## src/design/stage2_cnn_pkg.sv

```systemverilog
`default_nettype none

package stage2_cnn_pkg;

	// ============================================================
	// window geometry
	// ============================================================
	localparam int KX = 5;
	localparam int KY = 5;

	// ============================================================
	// datapath widths
	// ============================================================
	// signed feature map pixel
	localparam int I_BW = 8;
	// signed weight
	localparam int W_BW = 8;
	// one pixel * weight product
	localparam int M_BW = 16;
	// kernel sum, 5 guard bits for the 25 terms
	localparam int AK_BW = 21;
	// channel sum, room for up to 8 channels
	localparam int AC_BW = 24;
	localparam int B_BW = 24;
	// output pixel
	localparam int O_BW = 8;

	// ============================================================
	// element and window types
	// ============================================================
	typedef logic signed [I_BW-1:0] fpix_t;
	typedef logic signed [W_BW-1:0] wgt_t;
	typedef logic signed [M_BW-1:0] prod_t;

	// row-major, element index is row*KX+col
	typedef fpix_t [KY*KX-1:0] fmap_win_t;
	typedef wgt_t [KY*KX-1:0] weight_win_t;

	typedef logic signed [AK_BW-1:0] kacc_t;
	typedef logic signed [AC_BW-1:0] cacc_t;
	typedef logic signed [O_BW-1:0] pix_t;

	// ============================================================
	// per-layer settings
	// ============================================================
	typedef enum logic {
		ACT_NONE = 1'b0,
		ACT_RELU = 1'b1
	} act_mode_e;

	typedef struct packed {
		logic signed [B_BW-1:0] bias;
		// arithmetic right shift, 0..15
		logic [3:0] shift;
		act_mode_e act;
	} layer_cfg_t;

endpackage

`default_nettype wire

```

## src/design/stage2_cnn_channel_sum.sv

```systemverilog
`timescale 1ns/100ps
`default_nettype none

module stage2_cnn_channel_sum
	import stage2_cnn_pkg::*;
#(
	// input channels, 1..8
	parameter int ICH = 3
) (
	input wire logic clk,
	input wire logic reset_n,
	input wire logic i_valid,
	input wire kacc_t [ICH-1:0] i_kacc,
	output logic o_valid,
	output cacc_t o_cacc
);

	// ============================================================
	// cross-channel adder
	// ============================================================
	// one flat sum, ICH stays small
	cacc_t chan_sum;

	always_comb begin
		chan_sum = '0;
		for (int ch = 0; ch < ICH; ch++) begin
			// kacc_t is signed so the cast sign extends
			chan_sum = chan_sum + cacc_t'(i_kacc[ch]);
		end
	end

	// ============================================================
	// output register
	// ============================================================
	logic r_valid;
	cacc_t r_cacc;

	always_ff @(posedge clk or negedge reset_n) begin
		if (!reset_n) begin
			r_valid <= 1'b0;
		end else begin
			r_valid <= i_valid;
		end
	end

	// data holds between valid cycles
	always_ff @(posedge clk or negedge reset_n) begin
		if (!reset_n) begin
			r_cacc <= '0;
		end else if (i_valid) begin
			r_cacc <= chan_sum;
		end
	end

	assign o_valid = r_valid;
	assign o_cacc = r_cacc;

endmodule

`default_nettype wire

```

## config.mk

```make
export PLATFORM = sky130hd
export DESIGN_NAME = stage2_cnn_channel_sum
export DESIGN_NICKNAME = d
export VERILOG_FILES = /design/src/design/stage2_cnn_pkg.sv /design/src/design/stage2_cnn_channel_sum.sv
export SDC_FILE = /design/constraint.sdc
export NUM_CORES = 1
export LEC_CHECK = 0
export ABC_CLOCK_PERIOD_IN_PS = 800
export CAP_MARGIN = 20
export CORE_MARGIN = 3
export CORE_UTILIZATION = 30
export DETAILED_ROUTE_END_ITERATION = 8
export DONT_BUFFER_PORTS = 1
export MAX_ROUTING_LAYER = met4
export PLACE_DENSITY_LB_ADDON = 0.2
export REMOVE_ABC_BUFFERS = 1
export SYNTH_ARGS = -nofsm -noshare
export SYNTH_HDL_FRONTEND = slang
export SYNTH_SLANG_ARGS = --single-unit
```

## constraint.sdc

```tcl
create_clock -name clk -period 0.8 [get_ports clk]
set_input_delay 0.2 -clock clk [delete_from_list [all_inputs] [get_ports clk]]
set_output_delay 0.2 -clock clk [all_outputs]
set_load 0.01 [all_outputs]
```

==> run metrics <==
sum of negative setup slack -30.43 ns; final HPWL from detailed placement 5110 um; placement-stage cell area 3010 um2; fin worst setup slack -1.62 ns; number of fill cells in the layout 751; via density per instance 5.15; worst path arrival time 2.64 ns; final layout net count 434; die boundary height 96.0 um; starting utilization of the core area 0.311; IR drop worst, VDD 0.000790 V; Final Util 0.463; CTS root buf sky130_fd_sc_hd__clkbuf_8; crit path kind primary input to flip-flop; final WL 6520 um; instance count after placement with tap cells included 404; Die Span X 96.0 um; H-tree depth 1; Tot GR Track Use 0.143; final weighted congestion of routability-driven global placement 0.767; global-route wire length before repair 10000 um; RSZ-0062 raised after global routing yes; number of antenna violations at the first check in global routing 0; worst flop-to-flop path startpoint o_cacc[21]; ratio of total power to cell area 2330 nW/um2; count of buffering cells on the critical path with inverters included 1; async set-reset flop share out of synthesis 1.00; Mapped Avg Cell Area 10.0 um2; Worst Skew 0 ns; Rel. slew slack 0.696; class of the worst hold path primary input to flip-flop; static leakage power 1.58 nW; largest net degree at the start of global routing 30; Max-Cap Viols 0; clock-pin slew on the worst setup and hold paths 0.10 ns; Netlist cell types 51; clock tree from TritonCTS done; crit path launch i_kacc[1]; final setup violation count 47; post-synth design cell area 2430 um2; input/output buffers 0; violated checks setup timing; Pre-antenna DRT Iters 4; endpoint class of the critical path flip-flop; count of vias placed by the detailed router 2192; post-synthesis to final-layout area growth 48.6%; starting DRC count in detailed routing 34; endpoints failing hold 0; CP max FO 3; most common library cell in the layout ignoring fill and taps sky130_fd_sc_hd__buf_4; Max Clock Freq 413 MHz; maximum number of buffers from clock root to sink 2; number of flip-flops and latches in the synthesized netlist 24; post-route clock period utilization 3.02; min cycle time layout 2.42 ns; actual transition at the worst max-transition pin 0.456 ns; most frequent cells in the layout sky130_fd_sc_hd__buf_4, sky130_fd_sc_hd__buf_6, sky130_fd_sc_hd__dfrtp_1, sky130_fd_sc_hd__fa_1, sky130_fd_sc_hd__ha_1; post-placement worst setup slack -1.99 ns; number of max-slew violations in the final report 0; top flip-flop cell by instance count after synthesis sky130_fd_sc_hd__dfrtp_1; number of warnings printed during yosys synthesis 0; DRC Markers 0; number of buffers created by CTS 3; wire per inst 15.3 um; CTS sink cnt 24; residual antenna-violating net count after detailed routing 0; CP startpoint kind primary input; maximum single-stage delay on the critical path 0.59 ns; summed area of non-filler cells in the final layout 3610 um2; area enclosed by the die boundary 9220 um2; synthesized instance count 242; number of ports placed on the die boundary 91; layout cells sized above 1 0.429; final std cells w/o fill 426; overflow left after global routing 0; crit-path cells fa_1 -> ha_4 -> inv_2 -> fa_2 -> and2b_1 -> o2111ai_2 -> a21boi_4 -> o31ai_4 -> or4_1 -> nand3_1; Seq/Total Area, Yosys 0.247; Post-synth EDFFs 0; clock latency on the worst-skew pair 0.27 ns; Floorplan Core Area 7810 um2; Crit-path slowest cell sky130_fd_sc_hd__fa_1; WP data required 1.02 ns; hold_sp i_valid; via count of the first global-routing pass 2168; CP delay by family, top adder cells; number of placement rows 32; outcome finished, violations left; Inserted Diodes 0
==> routing by layer <==
metal	GRT usage	part of all wire
met1	0.167	0.43
met2	0.259	0.52
met3	0.0289	0.053
met4	0.0142	0.0015
met5	-	0
==> final timing paths <==
kind                              end  slack, ns  depth (start not counted)
hold reg to reg            o_cacc[20]       0.52                          2
min in group asynchronous   o_cacc[0]       0.36                          2
max in group asynchronous  o_cacc[14]       0.29                          2
setup / recovery           o_cacc[21]      -1.62                         10
hold / removal             o_cacc[19]       0.05                          1
setup reg to reg           o_cacc[21]      -0.14                          4
==> cell usage after synthesis (4+ instances only) <==
cell type,instances,share of area
sky130_fd_sc_hd__mux2_2,9,0.042
sky130_fd_sc_hd__inv_1,14,0.022
sky130_fd_sc_hd__and3_1,4,0.010
sky130_fd_sc_hd__o21ai_0,9,0.019
sky130_fd_sc_hd__ha_1,21,0.11
sky130_fd_sc_hd__nand2_1,13,0.020
sky130_fd_sc_hd__nor3_1,7,0.014
sky130_fd_sc_hd__dfrtp_1,24,0.25
sky130_fd_sc_hd__o31ai_1,4,0.012
sky130_fd_sc_hd__nand3_1,10,0.021
sky130_fd_sc_hd__xor2_1,6,0.022
sky130_fd_sc_hd__xnor2_1,4,0.014
sky130_fd_sc_hd__o21bai_1,4,0.012
sky130_fd_sc_hd__nand4_1,4,0.010
sky130_fd_sc_hd__nor2_1,12,0.019
sky130_fd_sc_hd__fa_1,22,0.18
sky130_fd_sc_hd__a21o_1,7,0.022
sky130_fd_sc_hd__o21a_1,5,0.015
sky130_fd_sc_hd__a21oi_1,14,0.029
==> sequential cells by signal, summed over array words and instances (netlist names) <==
signal,cells
o_cacc,23
o_valid,1
==> timing repair <==
item	4_1_cts	5_1_grt
endpoints found under the hold margin	27	0
hold buffers	3	0
gates resized for setup	63	20
endpoints found under the setup margin	47	47
pin swaps	42	23
setup buffers	15	2
==> per-stage QoR <==
step / total power [mW] / hold WS (ns)
3_5_place_dp: 6.01 / -0.0949
4_1_cts: 8.25 / 0.0578
3_3_place_gp: 5.95 / -0.0950
6_report: 8.43 / 0.0458
2_1_floorplan: 4.15 / -0.0956
5_1_grt: 9.06 / 0.0300
==> final cells by class <==
type,instances,area [um2],share of cell area
Clock buffer,3,41.3,0.0114
Clock inverter,1,30.0,0.00831
Inverter,14,52.6,0.0145
Multi-Input combinational cell,196,2000,0.554
Sequential cell,24,601,0.166
Tap cell,102,128,0.0353
Timing Repair Buffer,86,761,0.211
==> power breakdown <==
part / switching, mW / internal [mW] / leakage (nW)
Combinational: 2.19 / 3.08 / 1.26
Clock: 0.454 / 0.670 / 0.0357
Sequential: 0.370 / 1.66 / 0.285
Total: 3.01 / 5.41 / 1.58
==> kinds of logic (layout without fill, tap and decap cells) <==
kind of cell / after synthesis / after routing / share of synthesized area
adder cells (fa/ha/maj): 43 / 43 / 0.289
multiplexers: 9 / 9 / 0.0417
flip-flops: 24 / 24 / 0.247
AND/OR/NAND/NOR: 67 / 67 / 0.146
XOR/XNOR: 10 / 10 / 0.0360
buffers and inverters: 22 / 104 / 0.0443
AO/OA/AOI/OAI: 67 / 67 / 0.196
(Power assumes the default switching activity.)
