==> src/design/stage2_cnn_pkg.sv <==
`default_nettype none

package stage2_cnn_pkg;

	// ============================================================
	// window geometry
	// ============================================================
	localparam int KX = 5;
	localparam int KY = 5;

	// ============================================================
	// datapath widths
	// ============================================================
	// signed feature map pixel
	localparam int I_BW = 8;
	// signed weight
	localparam int W_BW = 8;
	// one pixel * weight product
	localparam int M_BW = 16;
	// kernel sum, 5 guard bits for the 25 terms
	localparam int AK_BW = 21;
	// channel sum, room for up to 8 channels
	localparam int AC_BW = 24;
	localparam int B_BW = 24;
	// output pixel
	localparam int O_BW = 8;

	// ============================================================
	// element and window types
	// ============================================================
	typedef logic signed [I_BW-1:0] fpix_t;
	typedef logic signed [W_BW-1:0] wgt_t;
	typedef logic signed [M_BW-1:0] prod_t;

	// row-major, element index is row*KX+col
	typedef fpix_t [KY*KX-1:0] fmap_win_t;
	typedef wgt_t [KY*KX-1:0] weight_win_t;

	typedef logic signed [AK_BW-1:0] kacc_t;
	typedef logic signed [AC_BW-1:0] cacc_t;
	typedef logic signed [O_BW-1:0] pix_t;

	// ============================================================
	// per-layer settings
	// ============================================================
	typedef enum logic {
		ACT_NONE = 1'b0,
		ACT_RELU = 1'b1
	} act_mode_e;

	typedef struct packed {
		logic signed [B_BW-1:0] bias;
		// arithmetic right shift, 0..15
		logic [3:0] shift;
		act_mode_e act;
	} layer_cfg_t;

endpackage

`default_nettype wire

==> src/design/stage2_cnn_bias_act.sv <==
`timescale 1ns/100ps
`default_nettype none

module stage2_cnn_bias_act
	import stage2_cnn_pkg::*;
(
	input wire logic clk,
	input wire logic reset_n,
	input wire logic i_valid,
	input wire cacc_t i_cacc,
	input wire layer_cfg_t i_cfg,
	output logic o_valid,
	output pix_t o_pix
);

	// wider of the two operands plus one guard bit
	localparam int S_BW = ((AC_BW > B_BW) ? AC_BW : B_BW) + 1;

	localparam pix_t PIX_MAX = {1'b0, {(O_BW-1){1'b1}}};
	localparam pix_t PIX_MIN = {1'b1, {(O_BW-1){1'b0}}};

	// ============================================================
	// bias, activation, shift
	// ============================================================
	logic signed [S_BW-1:0] biased;
	logic signed [S_BW-1:0] act_val;
	logic signed [S_BW-1:0] shifted;
	// bits above the output msb, incl. the msb itself
	logic [S_BW-O_BW:0] upper;
	pix_t sat_pix;

	always_comb begin
		biased = S_BW'(i_cacc) + S_BW'(i_cfg.bias);

		// relu clamps negatives before the shift
		if (i_cfg.act == ACT_RELU && biased[S_BW-1]) begin
			act_val = '0;
		end else begin
			act_val = biased;
		end

		shifted = act_val >>> i_cfg.shift;

		// in range when all upper bits agree with the sign
		upper = shifted[S_BW-1:O_BW-1];
		if (upper == '0 || upper == '1) begin
			sat_pix = shifted[O_BW-1:0];
		end else if (shifted[S_BW-1]) begin
			sat_pix = PIX_MIN;
		end else begin
			sat_pix = PIX_MAX;
		end
	end

	// ============================================================
	// output register
	// ============================================================
	logic r_valid;
	pix_t r_pix;

	always_ff @(posedge clk or negedge reset_n) begin
		if (!reset_n) begin
			r_valid <= 1'b0;
		end else begin
			r_valid <= i_valid;
		end
	end

	always_ff @(posedge clk or negedge reset_n) begin
		if (!reset_n) begin
			r_pix <= '0;
		end else if (i_valid) begin
			r_pix <= sat_pix;
		end
	end

	assign o_valid = r_valid;
	assign o_pix = r_pix;

endmodule

`default_nettype wire

==> config.mk <==
export PLATFORM = sky130hd
export DESIGN_NAME = stage2_cnn_bias_act
export DESIGN_NICKNAME = d
export VERILOG_FILES = /design/src/design/stage2_cnn_pkg.sv /design/src/design/stage2_cnn_bias_act.sv
export SDC_FILE = /design/constraint.sdc
export NUM_CORES = 1
export LEC_CHECK = 0
export ABC_AREA = 1
export BUFFER_PORTS_ARGS = -buffer_cell sky130_fd_sc_hd__buf_2
export CORE_MARGIN = 1
export CORE_UTILIZATION = 55
export DETAILED_ROUTE_END_ITERATION = 7
export PLACE_DENSITY = 0.83
export SKIP_CTS_REPAIR_TIMING = 1
export SYNTH_ARGS = -nofsm -noshare
export SYNTH_HDL_FRONTEND = slang
export SYNTH_SLANG_ARGS = --single-unit
==> constraint.sdc <==
create_clock -name clk -period 1.3 [get_ports clk]
set_clock_uncertainty 0.2 [all_clocks]
set_input_delay 0.26 -clock clk [delete_from_list [all_inputs] [get_ports clk]]
set_output_delay 0.26 -clock clk [all_outputs]
set_load 0.02 [all_outputs]
==> summary.txt, run 1 <==
Run status
  • Status: aborted with a tool error
  • Fail Step: global routing
  • Tool Error: [ERROR GRT-0232] Routing congestion too high. Check the congestion heatmap in the GUI.

Placement
  • Post-DP HPWL: 9.78 mm
  • IO buf count: 64
  • DP Worst Slack: -2090 ps
  • Final GP Congestion: 0.945
  • Cell total after placement: 917

Yosys
  • Xor/xnor cell area share of the yosys netlist: 0.0166
  • Largest family of logic cells by synthesized area: simple AND/OR/NAND/NOR gates
  • Register area share after synthesis: 0.0608
  • Cells after synthesis: 696
  • Cell with the most instances after synthesis: nand2_1
  • Yosys warns: 0
  • Number of enable flip-flop cells after synthesis: 0
  • Mapped Area: between 3000 and 4000 µm²
  • Syn Area/Cell: 5.32 µm²
  • #FFs+latches synth: 9
  • Mux contribution to synthesized area: 0.00270
  • Largest cells by area after synthesis: nand2_1 25%, nand3_1 16%, inv_1 9.1%, ha_1 8.1%, nand3_2 6.8%
  • Simple-Gate Fraction of Synth Area: 0.619
  • Syn nets: 777
  • Cell types with the highest counts after synthesis: 251 x nand2_1, 121 x nand3_1, 90 x inv_1, 45 x nor2_1, 25 x nand3_2
  • Yosys top cell by area: nand2_1
  • Asr flop ratio synth: 1.00
  • Synth unique cells: 39
  • Main flop type after synthesis: dfrtp_1
  • Compound-Gate Fraction of Synth Area: 0.0716
  • Synth top area share: 0.254
  • Post-synthesis adder-cell area fraction: 0.0865

Floorplanning
  • Initial core utilization: 0.577
  • Die Span Y: about 84 µm
  • Die Wd: 84.1 µm
  • Placement row count: 29
  • I/O pins: 65

Timing
  • Worst endpoint, post-GRT repair: o_pix[4]$_DFFE_PN0P_/D
  • Worst endpoint type: register input

Global routing
  • Total Routing Usage GR: 0.718
  • Congestion Overflow GR: 2
  • Largest net degree at the start of global routing: 21

Clock network
  • Sink Count: 9
  • H-tree Lvls: 1
  • Clk buf depth: 2
  • TritonCTS buffer count: 3
  • CTS root buf: clkbuf_8
## stage by stage
stage                     setup TNS [ps]  cell area [µm²]
after floorplan                   -11550             3980
after global placement            -14440             5060
after detailed placement          -15660             5060
after CTS                         -13710             5110
## routing by layer
layer	GRT usage	GRT overflow
met1	0.713	0
met2	0.926	0
met3	0.539	0
met4	0.682	2
met5	0.205	0
## logic make-up after synthesis
kind of cell	Yosys count
mux	1
buf+inv	118
compound gates	48
xor+xnor	7
flops	9
fa+ha+maj	25
simple gates	488
==> run 2, diff against run 1 <==
CORE_UTILIZATION = 40   (was 55)
PLACE_DENSITY = default   (was 0.83)
PLACE_DENSITY_LB_ADDON = 0.15   (was default)
==> run 2 against run 1 <==
Effect of this change: the flow now finishes, with violations (negative setup slack); synthesized area is the same; synthesized cell count is the same.
==> summary.txt, run 2 <==
Clock network
  • Clk slew on worst S/H paths: 40 ps
  • H-tree Lvls: 1 (unchanged)
  • CTS root buf: clkbuf_8
  • Clk buf depth: 2 (unchanged)
  • Worst-Skew Late Latency: 230 ps
  • Sink Count: 9 (unchanged)
  • CTS tree: yes
  • TritonCTS buffer count: 3 (unchanged)

Yosys
  • Yosys top cell by area: nand2_1
  • Syn nets: 777 (unchanged)
  • Asr flop ratio synth: 1.00 (unchanged)
  • Number of enable flip-flop cells after synthesis: 0 (unchanged)
  • Cells after synthesis: 696 (unchanged)
  • Main flop type after synthesis: dfrtp_1
  • Cell types with the highest counts after synthesis: 251 x nand2_1, 121 x nand3_1, 90 x inv_1, 45 x nor2_1, 25 x nand3_2
  • #FFs+latches synth: 9 (unchanged)
  • Yosys warns: 0 (unchanged)
  • Register area share after synthesis: 0.0608 (unchanged)
  • Syn Area/Cell: 5.32 µm² (unchanged)
  • Mapped Area: 3700 µm² (unchanged)
  • Synth unique cells: 39 (unchanged)
  • Synth top area share: 0.254 (unchanged)
  • Largest cells by area after synthesis: nand2_1 25%, nand3_1 16%, inv_1 9.1%, ha_1 8.1%, nand3_2 6.8%
  • Cell with the most instances after synthesis: nand2_1

Critical path
  • Path type of the worst setup path: in -> reg
  • CP endpoint kind: register
  • CP required: 1270 ps
  • Worst Setup Start Kind: primary input
  • WP data arrival: around 3000 ps
  • CP Max Fanout: 7

Layout
  • Commonest non-fill, non-tap cell in the layout: nand2_1
  • Fraction of layout cells with a size suffix above 1: 0.465
  • Utilization after layout: 0.703
  • # fillers: 733
  • Net count reported at finish: between 900 and 1000
  • N_diodes: 0
  • Max reg flops: 8
  • Commonest cells after routing, fill and taps aside: 213 x nand2_1, 109 x buf_4, 85 x inv_1
  • Area growth, synth to finish: 68.0%

Global routing
  • Congestion Overflow GR: 0
  • Total Routing Usage GR: 0.228
  • Largest net degree at the start of global routing: 23
  • First-pass GRT wire length: between 15 and 20 mm
  • Vias in the first global route: about 4400
  • Initial antenna violation count: 0

Timing
  • Period utilisation layout: 2.40
  • Fmax: 0.320 GHz
  • Relative slew margins: 0.707
  • Final hold vios: 0
  • Final worst slack: -1820 ps
  • Worst hold slack: 54.5 ps
  • Slew Limit Fails: 0
  • Final setup violating endpoints: 8
  • RSZ-0062 raised after global routing: yes
  • Fin crit period: 3120 ps
  • Worst-margin pin slew: around 440 ps

Floorplanning
  • Die Span Y: 98.2 µm (+17%)
  • Placement row count: 34 (+17%)
  • Full die area: ~9600 µm²
  • I/O pins: 65 (unchanged)
  • Initial core utilization: 0.419 (-0.158)
  • Core box area: 8850 µm²
  • Die Wd: 98.2 µm (+17%)

Placement
  • Final GP Congestion: 0.878 (-7.2%)
  • Post-DP HPWL: 9.28 mm (-5.1%)
  • IO buf count: 64 (unchanged)

Run status
  • Failing checks: negative setup slack
  • Status: finished, violations left

Drt
  • DRT iter0 DRCs: between 200 and 300
  • Post-DRT Antenna Nets: 0
  • DR vias: 5117
  • Vias per inst: 5.25
  • 1st-pass router iterations: 7
  • Total Routed Length: around 13 mm
  • Routed wire length per instance: approximately 13 µm
  • Drt drc: 0

Power and ir drop
  • Pwr Density: 635 nW/µm²
  • Lkg Pwr: 3.24 nW
  • VDD IR max: 0.380 mV

Run
  • MaxCap Viol Count: 0

Worst hold path
  • Worst Hold Class: in -> reg
## run 2: report_power, final
part / switching (mW) / internal (mW) / total [mW] / leakage (nW)
combinational: 1.86 / 1.44 / 3.30 / 3.12
clock: 0.106 / 0.213 / 0.319 / 0.0228
sequential: 0.0148 / 0.313 / 0.328 / 0.104
total: 1.98 / 1.97 / 3.95 / 3.24
## run 2: final timing paths
kind | slack [ps] | startpoint | cells after the start | endpoint
worst min register to register | 270 | o_pix[5]$_DFFE_PN0P_ | 2 | o_pix[5]$_DFFE_PN0P_
max in group asynchronous | 500 | reset_n | 2 | o_pix[5]$_DFFE_PN0P_
worst max register to register | 480 | o_pix[6]$_DFFE_PN0P_ | 2 | o_pix[6]$_DFFE_PN0P_
min in group asynchronous | 220 | reset_n | 2 | o_pix[7]$_DFFE_PN0P_
worst min-delay path | 50 | i_valid | 1 | o_valid$_DFF_PN0_
worst max-delay path | -1820 | i_cfg[5] | 27 | o_pix[5]$_DFFE_PN0P_
## run 2: stage by stage
| step | setup TNS (ps) | instance area (µm²) | cells | power [mW] | setup WS [ps] |
|---|---|---|---|---|---|
| floorplan | -11550 | 3980 | 696 | 2.00 | -1570 |
| global placement | -14920 | 5120 | 952 | 2.82 | -1990 |
| detailed placement | -15560 | 5120 | 952 | 2.86 | -2090 |
| CTS | -13740 | 5170 | 956 | 3.20 | -1860 |
| global route | -15100 | 6220 | 975 | 4.29 | -2060 |
| finish | -13400 | 6220 | 975 | 3.95 | -1820 |
## run 2: metal layers
metal  global-route usage  up-vias  routed length, µm
met4               0.0149        0                233
met5                    0        -                  0
met2                0.414      134               6440
met3               0.0122       26                420
li1                     -     2602                  -
met1                0.309     2355               5800
## run 2: area by class of cell
class | count | area [µm²] | area share
Clock buffer | 4 | 45.0 | 0.00724
Inverter | 95 | 357 | 0.0573
Multi-Input combinational cell | 569 | 4040 | 0.649
Sequential cell | 9 | 225 | 0.0362
Tap cell | 108 | 135 | 0.0217
Timing Repair Buffer | 190 | 1420 | 0.228
## run 2: cells by family (layout without fill, tap and decap cells)
| logic type | Yosys count | in the layout | synth area share |
|---|---|---|---|
| xor gates and xnor gates | 7 | 7 | 0.0166 |
| AOI/OAI and AO/OA | 48 | 48 | 0.0716 |
| and+or+nand+nor | 488 | 488 | 0.619 |
| adders and majority gates | 25 | 25 | 0.0865 |
| buffers and inverters | 118 | 289 | 0.143 |
| DFF | 9 | 9 | 0.0608 |
| muxes | 1 | 1 | 0.00270 |
## run 2: critical path: stages
cell     delay (ps)
buf_6            70
ha_4            120
inv_2            30
fa_2            360
inv_2            70
nand2_2          50
nand2_2          70
nand3_2          80
nand2_4         110
nand2_4          70
nand4_1         130
nand3_4         110
buf_6           150
buf_8           140
nand3_4          80
nand3_2         110
nand3_2         120
nand3_1         100
nand2_2         120
nand3_2         110
nor2_4          120
nand4_4         120
nand2_4         140
nand2_2          60
nand2_2          70
nand2_2          40
nand2_1          60
Note: power is estimated with default switching activity, not from simulation.
